[src/rtl/rv_mem_pkg.sv]
package rv_mem_pkg;

  localparam int unsigned XLEN = 64;

  // Data RAM geometry
  localparam int unsigned RAM_BYTES  = 1024;
  localparam int unsigned RAM_WORDS  = RAM_BYTES / (XLEN / 8);
  localparam int unsigned RAM_ADDR_W = $clog2(RAM_BYTES);

  // Request to ready/error pulse, in cycles
  localparam int unsigned RAM_LATENCY = 2;
  localparam int unsigned LAT_CNT_W   = $clog2(RAM_LATENCY + 1);

  localparam int unsigned NUM_REGS = 32;

  typedef logic [XLEN-1:0] xlen_t;
  typedef logic [LAT_CNT_W-1:0] lat_cnt_t;

  // Same encoding as funct3[1:0] of loads and stores
  typedef enum logic [2:0] {
    BYTE   = 3'd0,
    HALF   = 3'd1,
    WORD   = 3'd2,
    DOUBLE = 3'd3
  } access_size_e;

  // Subset of the RISC-V mcause exception codes
  typedef enum logic [3:0] {
    EXC_NONE             = 4'd0,
    EXC_LOAD_MISALIGNED  = 4'd4,
    EXC_LOAD_FAULT       = 4'd5,
    EXC_STORE_MISALIGNED = 4'd6,
    EXC_STORE_FAULT      = 4'd7
  } exc_cause_e;

endpackage
[src/rtl/wb_stage.sv]
module wb_stage (
  input  logic              clk,
  input  logic              resetn,
  input  logic              wb_valid,
  input  logic [4:0]        rd,
  input  logic              reg_write,
  input  rv_mem_pkg::xlen_t wb_data,
  input  logic [4:0]        rs_addr,
  output rv_mem_pkg::xlen_t rs_data
);

  logic              valid_q;
  logic              reg_write_q;
  logic [4:0]        rd_q;
  rv_mem_pkg::xlen_t data_q;

  rv_mem_pkg::xlen_t regs [rv_mem_pkg::NUM_REGS];

  always_ff @(posedge clk or negedge resetn) begin
    if (!resetn) begin
      valid_q     <= 1'b0;
      reg_write_q <= 1'b0;
    end else begin
      valid_q     <= wb_valid;
      reg_write_q <= reg_write;
    end
  end

  always_ff @(posedge clk) begin
    if (wb_valid) begin
      rd_q   <= rd;
      data_q <= wb_data;
    end
  end

  always_ff @(posedge clk or negedge resetn) begin
    if (!resetn) begin
      for (int i = 0; i < rv_mem_pkg::NUM_REGS; i++) begin
        regs[i] <= '0;
      end
    end else if (valid_q && reg_write_q && rd_q != 5'd0) begin
      regs[rd_q] <= data_q;
    end
  end

  // x0 hardwired to zero
  assign rs_data = (rs_addr == 5'd0) ? '0 : regs[rs_addr];

endmodule

[config.mk]
export PLATFORM = sky130hd
export DESIGN_NAME = wb_stage
export DESIGN_NICKNAME = d
export VERILOG_FILES = /design/src/rtl/rv_mem_pkg.sv /design/src/rtl/wb_stage.sv
export SDC_FILE = /design/constraint.sdc
export NUM_CORES = 2
export LEC_CHECK = 0
export BUFFER_PORTS_ARGS = -buffer_cell sky130_fd_sc_hd__buf_4
export CORE_MARGIN = 2
export CORE_UTILIZATION = 63
export CTS_BUF_LIST = sky130_fd_sc_hd__clkbuf_16
export DETAILED_ROUTE_END_ITERATION = 10
export GPL_TIMING_DRIVEN = 0
export MAX_ROUTING_LAYER = met4
export PLACE_DENSITY = 0.8
export SYNTH_ARGS = -nofsm -noshare
export SYNTH_HDL_FRONTEND = slang
export SYNTH_SLANG_ARGS = --single-unit
[constraint.sdc]
create_clock -name clk -period 4.55 [get_ports clk]
set_clock_uncertainty 0.05 [all_clocks]
set_input_delay 1.1375 -clock clk [delete_from_list [all_inputs] [get_ports clk]]
set_output_delay 1.1375 -clock clk [all_outputs]
set_load 0.01 [all_outputs]
==> flow_metrics.py <==
metrics = {
    "grt": {
        "grt_usage": 0.393,
        "grt-ovfl-total": 0,
        "grt_max_degree": 188,
        "grt_antenna_before_repair": 7,
        "grt_pass1_vias": 59610,
        "grt_pass1_wl_mm": 413,
    },
    "sta": {
        "setup_viol": 24,
        "report.final.slew_viol_count": 0,
        "hold_viol_final": 0,
        "finalCriticalPeriod_ps": 4640,
        "fmax_mhz": 216,
        "rsz0062_at_grt": "true",
        "tns_ps": -765,
        "finalCritPeriodShare": 1.02,
        "layout_setup_ws_ps": -86.6,
        "fin_hold_ws_ps": 30.6,
        "worst_pin_slew_ps": 1430,
        "slew_headroom": 0.0444,
    },
    "place": {
        "place_congestion": 0.927,
        "hpwlAfterDp_mm": 188,
        "dp_cells": 7975,
        "pre_cts_slack_ps": -1660,
        "io_buffers": 137,
    },
    "synthesis": {
        "yosysWarningCount": 0,
        "synthArstFlopShare": 0.967,
        "synth_enable_flop_cells": 69,
        "synth-adder-area-share": 0,
        "synth_commonest_cells": "2029 x dfrtp_1, 1906 x mux2_2, 453 x mux4_2",
        "ys_seq_elements": 2098,
        "synth_nets": 5952,
        "netlist_instances": 5874,
        "synthMostInstantiatedCell": "dfrtp_1",
        "synth_cell_type_count": 43,
        "synth_area_um2": 94000,
        "synth_compound_area_frac": 0.0144,
        "synth-xor-area-share": 0,
        "synth_simple_gate_area_share": 0.0104,
        "synth_top_cell_area_share": 0.540,
        "postSynthAreaPerCell_um2": 16.0,
        "synth_top_family_by_area": "multiplexers",
        "ys.flop_type": "dfrtp_1",
        "synth.largest_area_cell": "dfrtp_1",
        "muxShareOfSynthArea": 0.384,
        "synth_area_leaders": "dfrtp_1 54%, mux2_2 23%, mux4_2 11%",
        "ys_seq_area_frac": 0.562,
    },
    "floorplan": {
        "fp-row-count": 141,
        "io_pins": 142,
        "start_util": 0.635,
        "die_h_um": 390,
        "dieArea_um2": 152000,
        "core_um2": 148000,
        "dieWidth_um": 390,
    },
    "clock_network": {
        "htree_levels": 4,
        "cts_hold_buf": 0,
        "cts-buffers-inserted": 210,
        "cts_root_buffer": "clkbuf_16",
        "clk_latency_ps": 860,
        "max-clock-path-buffers": 3,
        "cts.clk_slew.worst_paths_ps": 50,
        "cts_tree": "done",
        "cts.sinks": 2098,
    },
    "drt": {
        "avgViaCountPerCell": 6.85,
        "drt_iter0_drc": 6116,
        "vias": 57356,
        "drtPass1Iterations": 10,
        "postRouteAntennaNets": 0,
        "drc": 0,
        "routedWlPerCell_um": 34.2,
        "routed_wl_mm": 287,
    },
    "final_layout": {
        "syn_to_final_growth_pct": 13.2,
        "drive_above_1_share": 0.519,
        "final-instance-count-excl-fill": 8374,
        "fin_nets": 6349,
        "fillers": 9236,
    },
    "power": {
        "p_leak_nw": 50.0,
        "irDropWorstVdd_mv": 0.404,
        "power.density_nw_per_um2": 453,
        "power.total_w": 0.0482,
    },
    "worst_setup_path": {
        "crit_fanout": 10,
        "r2r_end": "regs[1967]",
        "required_ps": 3360,
        "r2r_start": "reg_write_q",
        "r2r_slack_ps": 710,
        "cp-start-kind": "primary input",
        "worstPathArrival_ps": 3450,
        "reg2reg_depth": 5,
        "worst-setup-path-type": "in2out",
        "worst_setup_path_end_kind": "output pin",
    },
    "outcome": {
        "violations": "negative setup slack",
        "status": "complete, but fails checks",
    },
    "flow_run": {
        "cap_violations": 0,
    },
    "hold_path": {
        "hp-class": "in2async",
    },
}
worst max-delay path, stage by stage:
cell and delay (ps):
buf_2 170, buf_4 270, buf_6 290, buf_4 360, buf_6 310, mux2i_1 140
o221ai_2 500, buf_4 230
cell type report:
class	instances	area, µm²	share of cell area
repair buffers	186	1910	0.0179
plain buffers	609	4010	0.0377
diodes	8	20.0	0.000188
flip-flops and latches	2098	52800	0.497
well taps	1930	2410	0.0227
clock inverters	162	1020	0.00955
clock buffers	215	5380	0.0506
multi-input cells	3166	38800	0.365
power breakdown:
| part | total [W] | leakage (nW) | internal, W | switching [W] |
|---|---|---|---|---|
| combinational | 0.00800 | 19.0 | 0.00456 | 0.00344 |
| sequential | 0.0237 | 27.7 | 0.0220 | 0.00177 |
| clock | 0.0164 | 3.33 | 0.00905 | 0.00736 |
layout by cell type, fill, tap and decap left out, types with 16 or more instances in the layout:
cell type  synthesis  routed
clkinv_1           0      61
a21oi_1           16      16
o22ai_1           77      69
buf_4             16     166
buf_2            209     146
mux4_2           453     453
mux2i_1          264     253
buf_8              0      39
dfrtp_1         2029    2029
buf_12             0      27
nand2_1           25      22
clkbuf_2           0      20
mux2_4           120     120
nor2_2             6      31
clkbuf_16          0     216
clkbuf_1         349     283
mux2_2          1906    1906
inv_1              0      51
clkinv_2           0      26
buf_16             0      26
nor2_1           113      88
buf_6             13      54
clkbuf_4           0      22
edfxtp_1          69      69
o21ai_0           55      51
metal layers:
metal / vias to the layer above / GRT usage / wire length (µm)
li1: 22516 / - / -
met1: 30898 / 0.513 / 111000
met2: 3132 / 0.568 / 130000
met3: 810 / 0.115 / 29200
met4: 0 / 0.192 / 16300
met5: - / - / 0
state kept, by name, summed over array words and instances (netlist names):
| signal | flops |
|---|---|
| regs | 2027 |
| data_q | 64 |
| reg_write_q | 1 |
| valid_q | 1 |
| rd_q | 5 |
cell families after synthesis:
logic type / Yosys count
AO/OA/AOI/OAI: 208
AND/OR/NAND/NOR: 215
multiplexers: 2743
flip-flops: 2098
buffers and inverters: 610
stage by stage:
step	util	cell area [µm²]
detailed placement	0.664	98200
global placement	0.658	97400
finish	0.719	106000
floorplan	-	94000
CTS	0.716	106000
global route	0.719	106000
timing repair:
item / in CTS / in global routing
hold endpoints to repair: 0 / 0
resized for setup: 443 / 110
setup buffers: 3 / 10
endpoints found under the setup margin: 64 / 60
gates cloned: 1 / 1
pin swaps: 10 / 8
worst max path at each step:
stage                           from     endpoint  slack (ps)  depth (start not counted)
after floorplan           rs_addr[0]  rs_data[19]         440                          9
after global placement        resetn    regs[273]      -22070                          1
after detailed placement  rs_addr[1]  rs_data[47]       -1660                         10
after CTS                 rs_addr[0]  rs_data[20]         -60                         10
after global routing      rs_addr[1]   rs_data[1]         -40                          9
final                     rs_addr[2]  rs_data[23]         -90                          8
Note: power is estimated with default switching activity, not from simulation.
