===== src/rtl/rv_mem_pkg.sv =====
package rv_mem_pkg;

  localparam int unsigned XLEN = 64;

  // Data RAM geometry
  localparam int unsigned RAM_BYTES  = 1024;
  localparam int unsigned RAM_WORDS  = RAM_BYTES / (XLEN / 8);
  localparam int unsigned RAM_ADDR_W = $clog2(RAM_BYTES);

  // Request to ready/error pulse, in cycles
  localparam int unsigned RAM_LATENCY = 2;
  localparam int unsigned LAT_CNT_W   = $clog2(RAM_LATENCY + 1);

  localparam int unsigned NUM_REGS = 32;

  typedef logic [XLEN-1:0] xlen_t;
  typedef logic [LAT_CNT_W-1:0] lat_cnt_t;

  // Same encoding as funct3[1:0] of loads and stores
  typedef enum logic [2:0] {
    BYTE   = 3'd0,
    HALF   = 3'd1,
    WORD   = 3'd2,
    DOUBLE = 3'd3
  } access_size_e;

  // Subset of the RISC-V mcause exception codes
  typedef enum logic [3:0] {
    EXC_NONE             = 4'd0,
    EXC_LOAD_MISALIGNED  = 4'd4,
    EXC_LOAD_FAULT       = 4'd5,
    EXC_STORE_MISALIGNED = 4'd6,
    EXC_STORE_FAULT      = 4'd7
  } exc_cause_e;

endpackage

===== src/rtl/mem_bus_if.sv =====
interface mem_bus_if ();

  rv_mem_pkg::xlen_t        addr;
  rv_mem_pkg::xlen_t        wdata;
  logic                     read_req;
  logic                     write_req;
  rv_mem_pkg::access_size_e size;
  rv_mem_pkg::xlen_t        rdata;
  logic                     ready;  // One-cycle pulse
  logic                     error;  // Replaces ready when out of range

  modport master (
    output addr,
    output wdata,
    output read_req,
    output write_req,
    output size,
    input  rdata,
    input  ready,
    input  error
  );

  modport slave (
    input  addr,
    input  wdata,
    input  read_req,
    input  write_req,
    input  size,
    output rdata,
    output ready,
    output error
  );

  modport monitor (
    input addr,
    input size,
    input rdata
  );

endinterface


===== src/rtl/mem_stage.sv =====
module mem_stage (
  input  logic               clk,
  input  logic               resetn,
  input  logic               flush,
  input  rv_mem_pkg::xlen_t  alu_result,
  input  rv_mem_pkg::xlen_t  rs2_data,
  input  rv_mem_pkg::xlen_t  pc_in,
  input  logic [4:0]         rd,
  input  logic [2:0]         funct3,
  input  logic               reg_write_enable,
  input  logic               mem_read,
  input  logic               mem_write,
  input  logic               trap_in,
  input  logic [3:0]         trap_cause_in,
  input  logic [11:0]        csr_addr,
  input  rv_mem_pkg::xlen_t  csr_wdata,
  input  logic               csr_write,
  input  rv_mem_pkg::xlen_t  load_data,
  mem_bus_if.master          bus,
  output logic               mem_stall,
  output logic               wb_valid,
  output logic [4:0]         rd_out,
  output logic               reg_write_out,
  output rv_mem_pkg::xlen_t  wb_data,
  output rv_mem_pkg::xlen_t  pc_out,
  output logic [2:0]         funct3_out,
  output logic               exception_occurred,
  output rv_mem_pkg::xlen_t  exception_pc,
  output logic [3:0]         exception_cause,
  output logic [11:0]        csr_addr_out,
  output rv_mem_pkg::xlen_t  csr_wdata_out,
  output logic               csr_write_out
);

  rv_mem_pkg::access_size_e size_in;
  logic                     misaligned_in;
  logic                     issue_in;

  logic valid_q;
  logic read_req_q;
  logic write_req_q;
  logic mem_read_q;
  logic reg_write_q;
  logic trap_q;
  logic misal_q;
  logic csr_write_q;

  rv_mem_pkg::xlen_t        addr_q;
  rv_mem_pkg::xlen_t        wdata_q;
  rv_mem_pkg::xlen_t        pc_q;
  rv_mem_pkg::xlen_t        csr_wdata_q;
  rv_mem_pkg::access_size_e size_q;
  logic [4:0]               rd_q;
  logic [2:0]               funct3_q;
  logic [3:0]               trap_cause_q;
  logic [11:0]              csr_addr_q;

  logic bus_fault;
  logic exc_any;

  assign size_in = rv_mem_pkg::access_size_e'({1'b0, funct3[1:0]});

  always_comb begin
    unique case (size_in)
      rv_mem_pkg::HALF:   misaligned_in = alu_result[0];
      rv_mem_pkg::WORD:   misaligned_in = |alu_result[1:0];
      rv_mem_pkg::DOUBLE: misaligned_in = |alu_result[2:0];
      default:            misaligned_in = 1'b0;
    endcase
  end

  // Traps and misaligned accesses never reach the bus
  assign issue_in = (mem_read || mem_write) && !trap_in && !misaligned_in;

  always_ff @(posedge clk or negedge resetn) begin
    if (!resetn) begin
      valid_q     <= 1'b0;
      read_req_q  <= 1'b0;
      write_req_q <= 1'b0;
      mem_read_q  <= 1'b0;
      reg_write_q <= 1'b0;
      trap_q      <= 1'b0;
      misal_q     <= 1'b0;
      csr_write_q <= 1'b0;
    end else if (flush) begin
      valid_q     <= 1'b0;
      read_req_q  <= 1'b0;
      write_req_q <= 1'b0;
      mem_read_q  <= 1'b0;
      reg_write_q <= 1'b0;
      trap_q      <= 1'b0;
      misal_q     <= 1'b0;
      csr_write_q <= 1'b0;
    end else if (!mem_stall) begin
      valid_q     <= 1'b1;
      read_req_q  <= issue_in && mem_read;
      write_req_q <= issue_in && !mem_read;  // Load wins if both set
      mem_read_q  <= mem_read;
      reg_write_q <= reg_write_enable;
      trap_q      <= trap_in;
      misal_q     <= (mem_read || mem_write) && misaligned_in;
      csr_write_q <= csr_write;
    end
  end

  always_ff @(posedge clk) begin
    if (!mem_stall) begin
      addr_q       <= alu_result;
      wdata_q      <= rs2_data;
      pc_q         <= pc_in;
      size_q       <= size_in;
      rd_q         <= rd;
      funct3_q     <= funct3;
      trap_cause_q <= trap_cause_in;
      csr_addr_q   <= csr_addr;
      csr_wdata_q  <= csr_wdata;
    end
  end

  assign bus.addr      = addr_q;
  assign bus.wdata     = wdata_q;
  assign bus.size      = size_q;
  assign bus.read_req  = read_req_q;
  assign bus.write_req = write_req_q;

  assign mem_stall = (read_req_q || write_req_q) && !bus.ready && !bus.error;
  assign wb_valid  = valid_q && !mem_stall && !flush;

  assign bus_fault = (read_req_q || write_req_q) && bus.error;
  assign exc_any   = trap_q || misal_q || bus_fault;

  // Trap over misaligned over bus fault
  always_comb begin
    if (trap_q) begin
      exception_cause = trap_cause_q;
    end else if (misal_q) begin
      exception_cause = mem_read_q ? rv_mem_pkg::EXC_LOAD_MISALIGNED
                                   : rv_mem_pkg::EXC_STORE_MISALIGNED;
    end else if (bus_fault) begin
      exception_cause = read_req_q ? rv_mem_pkg::EXC_LOAD_FAULT
                                   : rv_mem_pkg::EXC_STORE_FAULT;
    end else begin
      exception_cause = rv_mem_pkg::EXC_NONE;
    end
  end

  assign exception_occurred = wb_valid && exc_any;
  assign exception_pc       = pc_q;

  assign rd_out        = rd_q;
  assign reg_write_out = wb_valid && reg_write_q && !exc_any;
  assign wb_data       = mem_read_q ? load_data : addr_q;
  assign pc_out        = pc_q;
  assign funct3_out    = funct3_q;

  assign csr_addr_out  = csr_addr_q;
  assign csr_wdata_out = csr_wdata_q;
  assign csr_write_out = wb_valid && csr_write_q;

endmodule


===== src/flat_wrapper.sv =====
// flat-port wrapper written by rule: the top's interface ports become plain ports
module mem_stage_flat 
  (clk, resetn, flush, alu_result, rs2_data, pc_in, rd, funct3, reg_write_enable, mem_read, mem_write, trap_in, trap_cause_in, csr_addr, csr_wdata, csr_write, load_data, mem_stall, wb_valid, rd_out, reg_write_out, wb_data, pc_out, funct3_out, exception_occurred, exception_pc, exception_cause, csr_addr_out, csr_wdata_out, csr_write_out, bus_addr, bus_wdata, bus_read_req, bus_write_req, bus_size, bus_rdata, bus_ready, bus_error);
  mem_bus_if bus_i ();
  input  logic clk;
  input  logic resetn;
  input  logic flush;
  input  rv_mem_pkg::xlen_t alu_result;
  input  rv_mem_pkg::xlen_t rs2_data;
  input  rv_mem_pkg::xlen_t pc_in;
  input  logic [4:0] rd;
  input  logic [2:0] funct3;
  input  logic reg_write_enable;
  input  logic mem_read;
  input  logic mem_write;
  input  logic trap_in;
  input  logic [3:0] trap_cause_in;
  input  logic [11:0] csr_addr;
  input  rv_mem_pkg::xlen_t csr_wdata;
  input  logic csr_write;
  input  rv_mem_pkg::xlen_t load_data;
  output logic mem_stall;
  output logic wb_valid;
  output logic [4:0] rd_out;
  output logic reg_write_out;
  output rv_mem_pkg::xlen_t wb_data;
  output rv_mem_pkg::xlen_t pc_out;
  output logic [2:0] funct3_out;
  output logic exception_occurred;
  output rv_mem_pkg::xlen_t exception_pc;
  output logic [3:0] exception_cause;
  output logic [11:0] csr_addr_out;
  output rv_mem_pkg::xlen_t csr_wdata_out;
  output logic csr_write_out;
  output wire logic [$bits(bus_i.addr)-1:0] bus_addr;
  output wire logic [$bits(bus_i.wdata)-1:0] bus_wdata;
  output wire logic [$bits(bus_i.read_req)-1:0] bus_read_req;
  output wire logic [$bits(bus_i.write_req)-1:0] bus_write_req;
  output wire logic [$bits(bus_i.size)-1:0] bus_size;
  input wire logic [$bits(bus_i.rdata)-1:0] bus_rdata;
  input wire logic [$bits(bus_i.ready)-1:0] bus_ready;
  input wire logic [$bits(bus_i.error)-1:0] bus_error;
  assign bus_addr = bus_i.addr;
  assign bus_wdata = bus_i.wdata;
  assign bus_read_req = bus_i.read_req;
  assign bus_write_req = bus_i.write_req;
  assign bus_size = bus_i.size;
  assign bus_i.rdata = bus_rdata;
  assign bus_i.ready = bus_ready;
  assign bus_i.error = bus_error;
  mem_stage u_core (.clk(clk), .resetn(resetn), .flush(flush), .alu_result(alu_result), .rs2_data(rs2_data), .pc_in(pc_in), .rd(rd), .funct3(funct3), .reg_write_enable(reg_write_enable), .mem_read(mem_read), .mem_write(mem_write), .trap_in(trap_in), .trap_cause_in(trap_cause_in), .csr_addr(csr_addr), .csr_wdata(csr_wdata), .csr_write(csr_write), .load_data(load_data), .bus(bus_i), .mem_stall(mem_stall), .wb_valid(wb_valid), .rd_out(rd_out), .reg_write_out(reg_write_out), .wb_data(wb_data), .pc_out(pc_out), .funct3_out(funct3_out), .exception_occurred(exception_occurred), .exception_pc(exception_pc), .exception_cause(exception_cause), .csr_addr_out(csr_addr_out), .csr_wdata_out(csr_wdata_out), .csr_write_out(csr_write_out));
endmodule

===== config.mk =====
export PLATFORM = sky130hd
export DESIGN_NAME = mem_stage_flat
export DESIGN_NICKNAME = d
export VERILOG_FILES = /design/src/rtl/rv_mem_pkg.sv /design/src/rtl/mem_bus_if.sv /design/src/rtl/mem_stage.sv /design/src/flat_wrapper.sv
export SDC_FILE = /design/constraint.sdc
export NUM_CORES = 1
export LEC_CHECK = 0
export BUFFER_PORTS_ARGS = -buffer_cell sky130_fd_sc_hd__buf_2
export CAP_MARGIN = 20
export CORE_AREA = 4 4 323 325
export DETAILED_ROUTE_END_ITERATION = 10
export DIE_AREA = 0 0 327 329
export PLACE_DENSITY = 0.4
export SYNTH_ARGS = -nofsm -noshare
export SYNTH_HDL_FRONTEND = slang
export SYNTH_SLANG_ARGS = --single-unit

===== constraint.sdc =====
create_clock -name clk -period 2.6 [get_ports clk]
set_input_delay 0.52 -clock clk [delete_from_list [all_inputs] [get_ports clk]]
set_output_delay 0.52 -clock clk [all_outputs]
set_load 0.01 [all_outputs]

==> reports/qor.log, run 1 <==
qor: setup_path.startpoint_type register
qor: outcome.run_status finished, final reports clean
qor: clocking.cts_htree_levels 2
qor: final_layout.layout.cell_area.non_filler 0.0168 mm2
qor: placed_design.dpl_wire_length 36600 um
qor: logic_synthesis.synth_enable_flop_cells 280
qor: timing.timing.max_slew.rel_slack 0.634
qor: final_layout.drive_above_1_share 0.734
qor: floorplanning.floorplan.initialDensity 0.101
qor: logic_synthesis.ys_ff_latch 288
qor: timing.tmin_final 2410 ps
qor: final_layout.design.final.nets 1648
qor: setup_path.crit_type register to primary output
qor: logic_synthesis.synthFlopType sky130_fd_sc_hd__edfxtp_1
qor: timing.timing.final.max_slew_violations 0
qor: routing.ant_nets 0
qor: global_route.grt.total_usage 0.0771
qor: placed_design.place_area 0.0154 mm2
qor: clocking.number_of_buffers_created_by_cts 38
qor: floorplanning.chipHeight 329 um
qor: routing.route.detailed.drc 0
qor: setup_path.critPathRequiredTime 2080 ps
qor: routing.vias 7405
qor: timing.grt_setup_unrepaired no
qor: routing.drtIter0Drc 286
qor: flow_run.max-cap-violations 0
qor: placed_design.routability_driven_placement_congestion_ratio 0.918
qor: floorplanning.dieWidth 327 um
qor: timing.worstMarginPinSlew 549 ps
qor: final_layout.sequential_cell_area 0.00861 mm2
qor: logic_synthesis.synth.top_cells.by_area sky130_fd_sc_hd__edfxtp_1 82%, sky130_fd_sc_hd__mux2_2 7.2%, sky130_fd_sc_hd__buf_4 4.9%, sky130_fd_sc_hd__dfrtp_1 2.0%, sky130_fd_sc_hd__a21oi_1 0.34%
qor: logic_synthesis.share_of_the_yosys_chip_area_belonging_to_registers 0.844
qor: logic_synthesis.synth.top_cell.area_share 0.824
qor: logic_synthesis.synth.largest_area_cell sky130_fd_sc_hd__edfxtp_1
qor: pwr.p_leak 7.21 nW
qor: placed_design.port_buffer_count 770
qor: global_route.grt_pass1_wl 58700 um
qor: routing.drt-pass1-iter-count 4
qor: routing.wl 45100 um
qor: floorplanning.boundaryPins 836
qor: timing.timing.final.hold_violations 0
qor: timing.max_clock_freq 0.415 GHz
qor: logic_synthesis.syn_std_cell_area 0.0102 mm2
qor: clocking.cts_tree done
qor: timing.skew 30.7 ps
qor: logic_synthesis.synth.net_count 894
qor: floorplanning.core_area 0.101 mm2
qor: setup_path.cp_data_arrival_time 1890 ps
qor: logic_synthesis.yosysWarningCount 0
qor: clocking.clock-sinks 288
qor: final_layout.multi_input_gate_area 0.00106 mm2
qor: clocking.worst_skew_pair.late_latency 580 ps
qor: clocking.cts-root-buf sky130_fd_sc_hd__clkbuf_16
qor: final_layout.final.fill_count 11300
qor: global_route.grt_pass1_vias 7979
qor: global_route.global_route_overflow 0
qor: timing.finalCritPeriodShare 0.927
qor: pwr.power_per_cell_area 731 mW/mm2
qor: logic_synthesis.synth-async-reset-ratio 0.0278
qor: routing.wl_per_cell 17.1 um
qor: logic_synthesis.synthesis.instances 476
qor: hold_path.timing.hold.worst.class primary input to register
qor: routing.vias_per_cell 2.82
qor: floorplanning.row_count 117
qor: global_route.grt_start_max_net_pins 96
qor: setup_path.crit_path_max_fanout 10
qor: logic_synthesis.synth.distinct_cells 33
qor: global_route.initial_antenna_violation_count 16
qor: setup_path.timing.critical_path.to_type primary output
qor: floorplanning.design.die.area 0.108 mm2
qor: clocking.cts.clk_slew.worst_paths 60 ps
qor: final_layout.area_growth_from_synthesis_to_layout 64.6%
qor: pwr.maximum_ir_drop_on_the_vdd_rail 0.000476 V
qor: timing.setup-violations-final 0
qor: clocking.clock_path_buffers 3
qor: timing.hold-worst-slack 110 ps
qor: logic_synthesis.postSynthAreaPerCell 21.4 um2
==> final cells by class <==
class,count,share of cell area
Antenna cell,2,0.000298
Clock buffer,47,0.0605
Clock inverter,23,0.0182
Inverter,2,0.000596
Multi-Input combinational cell,110,0.0629
Sequential cell,288,0.513
Tap cell,1368,0.102
Timing Repair Buffer,790,0.243
==> state kept, by name, summed over array words and instances, names as in the netlist <==
name                  cells
u_core.bus.addr          64
u_core.bus.read_req       1
u_core.bus.wdata         64
u_core.bus.write_req      1
u_core.csr_addr_out      12
u_core.csr_wdata_out     64
u_core.csr_write_q        1
u_core.exception_pc      64
u_core.funct3_out         3
u_core.mem_read_q         1
u_core.misal_q            1
u_core.rd_out             5
u_core.reg_write_q        1
u_core.trap_cause_q       4
u_core.trap_q             1
u_core.valid_q            1
==> logic make-up (layout without fill, tap and decap cells) <==
group,count (synthesis),after routing,share of synthesized area
DFF,288,288,0.844
buffers and inverters,79,862,0.0556
muxes,66,66,0.0727
and+or+nand+nor,25,26,0.0164
AOI/OAI and AO/OA,17,17,0.0112
other,1,3,0.000368
==> cells in the final DEF (no fill, tap or decap), types with 3 or more instances in the layout <==
| cell type | count |
|---|---|
| sky130_fd_sc_hd__o21ai_0 | 4 |
| sky130_fd_sc_hd__nor3b_1 | 3 |
| sky130_fd_sc_hd__nor2_1 | 4 |
| sky130_fd_sc_hd__clkinv_1 | 4 |
| sky130_fd_sc_hd__bufinv_16 | 6 |
| sky130_fd_sc_hd__edfxtp_1 | 280 |
| sky130_fd_sc_hd__clkbuf_16 | 39 |
| sky130_fd_sc_hd__buf_12 | 6 |
| sky130_fd_sc_hd__nand3_1 | 4 |
| sky130_fd_sc_hd__clkbuf_1 | 7 |
| sky130_fd_sc_hd__dfrtp_1 | 7 |
| sky130_fd_sc_hd__buf_2 | 770 |
| sky130_fd_sc_hd__buf_4 | 13 |
| sky130_fd_sc_hd__mux2_2 | 65 |
| sky130_fd_sc_hd__a21oi_1 | 7 |
| sky130_fd_sc_hd__clkinv_2 | 5 |
==> metrics by stage <==
step	setup TNS (ps)	power (mW)	util	cells	worst slack, ps
after floorplan	-133	6.08	-	476	-133
after global placement	0	6.87	0.152	2554	511
after detailed placement	0	6.86	0.152	2554	516
after CTS	0	12.6	0.166	2628	108
after global routing	0	12.9	0.166	2629	48.9
final	0	12.3	0.166	2630	190
==> worst max-delay path: stages, from the launching register on <==
cell and delay, ps:
sky130_fd_sc_hd__dfrtp_1 410, sky130_fd_sc_hd__or2_4 350, sky130_fd_sc_hd__a21boi_2 250, sky130_fd_sc_hd__and3_1 190, sky130_fd_sc_hd__buf_2 130
==> power by group <==
| part | internal [mW] | total (mW) | switching [mW] |
|---|---|---|---|
| Combinational | 0.569 | 1.22 | 0.649 |
| Clock | 3.40 | 5.55 | 2.14 |
| Sequential | 5.39 | 5.52 | 0.132 |
==> what timing repair did <==
action / in CTS / in global routing
buffers inserted: 2 / 0
hold buffers: 1 / 0
endpoints found under the setup margin: 13 / 0
gates resized for setup: 3 / 0
endpoints found under the hold margin: 8 / 0
==> per-layer routing <==
metal	global-route usage	part of all wire	vias to the layer above
li1	-	-	3291
met1	0.0796	0.35	3525
met2	0.127	0.47	503
met3	0.0475	0.14	76
met4	0.0303	0.030	10
met5	0	0.0017	-
==> worst paths after layout <==
check | startpoint | to | slack, ps | cells after the start
worst max-delay path | u_core.bus.read_req$_DFFE_PN0P_ | reg_write_out | 190 | 4
worst min-delay path | pc_in[62] | u_core.exception_pc[62]$_DFFE_PN_ | 110 | 1
worst max register to register | u_core.bus.read_req$_DFFE_PN0P_ | u_core.csr_wdata_out[13]$_DFFE_PN_ | 540 | 5
worst min register to register | u_core.valid_q$_DFFE_PN0P_ | u_core.valid_q$_DFFE_PN0P_ | 530 | 2
max in group asynchronous | resetn | u_core.mem_read_q$_DFFE_PN0P_ | 2030 | 2
min in group asynchronous | resetn | u_core.reg_write_q$_DFFE_PN0P_ | 370 | 2
==> cells in the mapped netlist, types with 2 or more instances <==
cell type / number
sky130_fd_sc_hd__o21ai_0: 4
sky130_fd_sc_hd__buf_2: 7
sky130_fd_sc_hd__a21oi_1: 7
sky130_fd_sc_hd__nor2_1: 4
sky130_fd_sc_hd__a31o_2: 2
sky130_fd_sc_hd__edfxtp_1: 280
sky130_fd_sc_hd__clkbuf_1: 2
sky130_fd_sc_hd__nor3b_1: 3
sky130_fd_sc_hd__and2_1: 2
sky130_fd_sc_hd__dfrtp_1: 8
sky130_fd_sc_hd__nor3_1: 2
sky130_fd_sc_hd__nand3_1: 4
sky130_fd_sc_hd__buf_4: 67
sky130_fd_sc_hd__mux2_2: 65
(Power assumes the default switching activity.)
==> inputs of run 2 (changes only) <==
CTS_BUF_LIST = sky130_fd_sc_hd__clkbuf_4 sky130_fd_sc_hd__clkbuf_8 sky130_fd_sc_hd__clkbuf_16   (was not set)
==> run 2 against run 1 <==
Against the previous run: total power up 0.59%; register-to-register slack hardly changed; clock-buffer cell count unchanged; largest cell class unchanged; highest routed layer unchanged; critical path type unchanged; fmax is essentially flat.
==> reports/qor.log, run 2 (synthesis gave the netlist of run 1 again) <==
qor: setup_path.critPathRequiredTime 2080 ps
qor: routing.drtIter0Drc 299
qor: global_route.grt_start_max_net_pins 96
qor: floorplanning.boundaryPins 836
qor: pwr.total_switching_power 2.92 mW
qor: clocking.number_of_buffers_created_by_cts 38
qor: placed_design.port_buffer_count 770
qor: timing.max_clock_freq 0.415 GHz
qor: floorplanning.dieWidth 327 um
qor: hold_path.timing.hold.worst.class primary input to register
qor: setup_path.crit_path_max_fanout 10
qor: final_layout.sequential_cell_area 0.00861 mm2
qor: clocking.clock_path_buffers 3
qor: final_layout.area_growth_from_synthesis_to_layout 64.9%
qor: pwr.internal_power 9.44 mW
qor: setup_path.timing.critical_path.to_type primary output
qor: timing.timing.final.max_slew_violations 0
qor: timing.setup-violations-final 0
qor: routing.vias_per_cell 2.81
qor: floorplanning.chipHeight 329 um
qor: floorplanning.core_area 0.101 mm2
qor: clocking.cts_htree_levels 2
qor: routing.drt-pass1-iter-count 4
qor: placed_design.routability_driven_placement_congestion_ratio 0.918
qor: final_layout.final.fill_count 11300
qor: final_layout.layout.cell_area.non_filler 0.0168 mm2
qor: pwr.maximum_ir_drop_on_the_vdd_rail 0.000476 V
qor: global_route.grt_pass1_wl 58700 um
qor: routing.vias 7389
qor: final_layout.layout.cells.most_common sky130_fd_sc_hd__buf_2
qor: floorplanning.row_count 117
qor: pwr.power.share.sequential 0.447
qor: final_layout.commonest_cells_after_routing_fill_and_taps_aside 770 x sky130_fd_sc_hd__buf_2, 280 x sky130_fd_sc_hd__edfxtp_1, 65 x sky130_fd_sc_hd__mux2_2
qor: placed_design.dp_cells 2554
qor: routing.route.detailed.drc 0
qor: setup_path.cp_slowest_cell sky130_fd_sc_hd__dfrtp_1
qor: clocking.worst_skew_pair.late_latency 580 ps
qor: final_layout.drive_above_1_share 0.740
qor: timing.finalCritPeriodShare 0.927
qor: pwr.p_leak 7.24 nW
qor: timing.fin_ws 190 ps
qor: clocking.cts_tree done
qor: setup_path.startpoint_type register
qor: routing.wl_per_cell 17.1 um
qor: pwr.power_frac_comb 0.099
qor: timing.final.setup.tns 0 ps
qor: timing.worstMarginPinSlew 553 ps
qor: clocking.cts-root-buf sky130_fd_sc_hd__clkbuf_16
qor: pwr.netSwitchingFraction 0.237
qor: flow_run.max-cap-violations 0
qor: timing.timing.max_slew.rel_slack 0.632
qor: global_route.initial_antenna_violation_count 16
qor: outcome.run_status finished, final reports clean
qor: global_route.grt_pass1_vias 7972
qor: timing.skew 30.5 ps
qor: pwr.totalPowerFinal 12.4 mW
qor: setup_path.crit_type register to primary output
qor: floorplanning.floorplan.initialDensity 0.101
qor: timing.grt_setup_unrepaired no
qor: routing.wl 45100 um
qor: routing.ant_nets 0
qor: pwr.power_per_cell_area 735 mW/mm2
qor: pwr.clkPwrFrac 0.455
qor: global_route.global_route_overflow 0
qor: timing.tmin_final 2410 ps
qor: setup_path.cp_slowest_stage_delay 410 ps
qor: placed_design.dpl_wire_length 36600 um
qor: final_layout.stdcell_count 2631
qor: global_route.grt.total_usage 0.0772
qor: clocking.clock-sinks 288
qor: placed_design.dpl_worst_slack 516 ps
qor: final_layout.design.final.nets 1648
qor: clocking.cts.clk_slew.worst_paths 60 ps
qor: final_layout.multi_input_gate_area 0.00106 mm2
qor: setup_path.cp_data_arrival_time 1890 ps
qor: floorplanning.design.die.area 0.108 mm2
qor: setup_path.crit_path_cell_trace or2_4 -> a21boi_2 -> and3_1 -> buf_2
qor: placed_design.place_area 0.0154 mm2
qor: timing.timing.final.hold_violations 0
## run 2: power by group through the flow
| stage | logic [mW] | clock network [mW] | registers, mW |
|---|---|---|---|
| floorplan | 0.349 | 0 | 5.73 |
| global placement | 1.24 | 0 | 5.62 |
| detailed placement | 1.24 | 0 | 5.63 |
| CTS | 1.25 | 5.91 | 5.53 |
| global route | 1.32 | 6.08 | 5.55 |
| finish | 1.22 | 5.62 | 5.52 |
## run 2: layout make-up
class,instances,share of cell area
Clock inverter,23,0.0181
Tap cell,1368,0.102
Multi-Input combinational cell,110,0.0628
Antenna cell,3,0.000446
Clock buffer,47,0.0619
Timing Repair Buffer,790,0.243
Inverter,2,0.000595
Sequential cell,288,0.512
## run 2: critical path: cells and delay by family (launching register included)
kind,cells,cell delay (ps)
buffers and inverters,1,130
AOI/OAI and AO/OA,1,250
and+or+nand+nor,2,540
DFF,1,410
## run 2: through the flow
stage,util,hold WS (ps)
floorplan,-,224
global placement,0.152,377
detailed placement,0.152,382
CTS,0.166,25.2
global route,0.166,48.2
finish,0.166,110
## run 2: routing by layer
layer / track usage / routed length (um)
met5: 0 / 77
met4: 0.0303 / 1360
met3: 0.0499 / 6680
met2: 0.127 / 21300
met1: 0.0783 / 15600
## run 2: final timing paths
| kind | from | slack, ps | cells after the start | endpoint |
|---|---|---|---|---|
| max in group asynchronous | resetn | 2030 | 2 | u_core.mem_read_q$_DFFE_PN0P_ |
| worst max-delay path | u_core.bus.read_req$_DFFE_PN0P_ | 190 | 4 | reg_write_out |
| min in group asynchronous | resetn | 370 | 2 | u_core.reg_write_q$_DFFE_PN0P_ |
| worst max register to register | u_core.bus.read_req$_DFFE_PN0P_ | 530 | 5 | u_core.csr_wdata_out[13]$_DFFE_PN_ |
| worst min register to register | u_core.valid_q$_DFFE_PN0P_ | 530 | 2 | u_core.valid_q$_DFFE_PN0P_ |
| worst min-delay path | pc_in[62] | 110 | 1 | u_core.exception_pc[62]$_DFFE_PN_ |
## run 2: timing repair
item	4_1_cts	5_1_grt
endpoints found under the hold margin	8	0
setup endpoints to repair	13	0
buffers inserted	2	0
hold buffers	1	0
gates resized for setup	3	0
==> inputs of run 3 (changes only) <==
BUFFER_PORTS_ARGS = not set   (was -buffer_cell sky130_fd_sc_hd__buf_2)
DONT_BUFFER_PORTS = 1   (was not set)
PLACE_DENSITY = 0.33   (was 0.4)
==> run 3 against run 2 <==
Against the previous run: sequential share of layout area rose by 4.9 points; register-to-register slack better by 180 ps; worst hold slack worse by 52 ps; via count fell by 26%; total power shrank 7.9%; largest cell class unchanged.
==> reports/qor.log, run 3 (synthesis gave the netlist of run 1 again) <==
qor: timing.hold-worst-slack 58.2 ps
qor: routing.drt-pass1-iter-count 4
qor: placed_design.port_buffer_count 0
qor: setup_path.crit_path_max_fanout 24
qor: final_layout.final.fill_count 11100
qor: timing.setup-violations-final 0
qor: pwr.clkPwrFrac 0.432
qor: timing.grt_setup_unrepaired no
qor: routing.wl 40300 um
qor: global_route.grt_pass1_vias 6014
qor: floorplanning.row_count 117
qor: timing.max_clock_freq 0.404 GHz
qor: outcome.run_status finished, final reports clean
qor: clocking.number_of_buffers_created_by_cts 35
qor: setup_path.startpoint_type register
qor: timing.worstMarginPinSlew 629 ps
qor: routing.vias_per_cell 2.60
qor: pwr.power_frac_comb 0.057
qor: flow_run.max-cap-violations 0
qor: clocking.cts-root-buf sky130_fd_sc_hd__clkbuf_16
qor: routing.ant_nets 0
qor: pwr.total_switching_power 2.67 mW
qor: routing.vias 5493
qor: pwr.internal_power 8.70 mW
qor: final_layout.stdcell_count 2115
qor: floorplanning.floorplan.initialDensity 0.101
qor: floorplanning.design.die.area 0.108 mm2
qor: timing.timing.max_slew.rel_slack 0.582
qor: global_route.initial_antenna_violation_count 27
qor: setup_path.critPathRequiredTime 2080 ps
qor: clocking.cts_tree done
qor: pwr.power.share.sequential 0.511
qor: clocking.clock-sinks 288
qor: routing.route.detailed.drc 0
qor: final_layout.layout.cells.most_common sky130_fd_sc_hd__edfxtp_1
qor: timing.skew 20.2 ps
qor: clocking.cts.clk_slew.worst_paths 60 ps
qor: placed_design.dpl_worst_slack 464 ps
qor: hold_path.timing.hold.worst.class primary input to register
qor: setup_path.regToRegStartpoint u_core.bus.read_req$_DFFE_PN0P_
qor: pwr.p_leak 5.16 nW
qor: setup_path.critical_path.reg2reg.endpoint u_core.csr_wdata_out[44]$_DFFE_PN_
qor: routing.drtIter0Drc 252
qor: hold_path.hold_path_depth 0
qor: global_route.grt_start_max_net_pins 42
qor: clocking.cts_htree_levels 2
qor: final_layout.design.final.nets 1128
qor: floorplanning.boundaryPins 836
qor: global_route.grt.total_usage 0.0689
qor: floorplanning.dieWidth 327 um
qor: timing.finalCritPeriodShare 0.953
qor: setup_path.timing.critical_path.to_type primary output
qor: setup_path.crit_type register to primary output
qor: clocking.worst_skew_pair.late_latency 570 ps
qor: setup_path.ff2ff_setup_slack 710 ps
qor: final_layout.drive_above_1_share 0.208
qor: routing.wl_per_cell 19.0 um
qor: setup_path.cp_data_arrival_time 1960 ps
qor: timing.tmin_final 2480 ps
qor: global_route.global_route_overflow 0
qor: final_layout.area_growth_from_synthesis_to_layout 50.5%
qor: placed_design.dpl_wire_length 31600 um
qor: pwr.netSwitchingFraction 0.235
qor: timing.fin_ws 122 ps
qor: timing.timing.final.max_slew_violations 0
qor: global_route.grt_pass1_wl 50200 um
qor: placed_design.routability_driven_placement_congestion_ratio 0.752
qor: floorplanning.chipHeight 329 um
qor: setup_path.reg2reg_depth 4
qor: hold_path.worstHoldStart alu_result[42]
qor: hold_path.min_to u_core.bus.addr[42]$_DFFE_PN_
qor: final_layout.commonest_cells_after_routing_fill_and_taps_aside 280 x sky130_fd_sc_hd__edfxtp_1, 255 x sky130_fd_sc_hd__dlygate4sd3_1, 65 x sky130_fd_sc_hd__mux2_2
qor: pwr.power_per_cell_area 741 mW/mm2
qor: placed_design.dp_cells 1785
qor: pwr.maximum_ir_drop_on_the_vdd_rail 0.000402 V
qor: floorplanning.core_area 0.101 mm2
qor: timing.timing.final.hold_violations 0
qor: setup_path.startpoint u_core.mem_read_q$_DFFE_PN0P_
qor: clocking.clock_path_buffers 3
-- run 3: worst max path at each step --
stage	endpoint	slack (ps)	cells after the start
after floorplan	exception_occurred	-130	5
after global placement	reg_write_out	470	3
after detailed placement	reg_write_out	460	3
after CTS	wb_data[44]	3	2
after global routing	wb_data[33]	10	2
final	wb_data[33]	120	2
-- run 3: per-layer routing --
metal / GRT usage / routed length (um) / vias up / part of all wire
met2: 0.110 / 18900 / 490 / 0.47
met3: 0.0529 / 6750 / 89 / 0.17
li1: - / - / 2271 / -
met1: 0.0638 / 12600 / 2633 / 0.31
met5: 0 / 69 / - / 0.0017
met4: 0.0360 / 1990 / 10 / 0.049
-- run 3: power groups by stage --
stage | clock network (mW) | logic, mW | registers [mW]
final | 4.92 | 0.649 | 5.81
after global routing | 5.41 | 0.692 | 5.85
after global placement | 0 | 0.305 | 5.94
after floorplan | 0 | 0.349 | 5.73
after detailed placement | 0 | 0.299 | 5.92
after CTS | 5.18 | 0.661 | 5.83
-- run 3: critical path, stage by stage, from the launching register on --
cell                      delay [ps]
sky130_fd_sc_hd__dfrtp_4         730
sky130_fd_sc_hd__buf_12          250
sky130_fd_sc_hd__mux2_2          400
-- run 3: repair_timing --
action	in CTS	in global routing
gates resized for setup	3	0
setup endpoints to repair	32	0
endpoints found under the hold margin	267	0
setup buffers	1	0
hold buffers	255	0
-- run 3: cell type report --
class	instances	area, um2	share of cell area
Multi-Input combinational cell	109	1050	0.0683
Antenna cell	11	27.5	0.00179
Tap cell	1368	1710	0.111
Inverter	2	10.0	0.000652
Sequential cell	288	8610	0.561
Clock buffer	43	953	0.0621
Clock inverter	20	200	0.0130
Timing Repair Buffer	274	2800	0.182
-- run 3: through the flow --
step                total power [mW]  TNS [ps]  cell area, um2   util
floorplan                       6.08      -133           10200      -
finish                          11.4         0           15400  0.151
CTS                             11.7         0           15300  0.151
global placement                6.24         0           11600  0.114
detailed placement              6.22         0           11600  0.114
global route                    11.9         0           15300  0.151
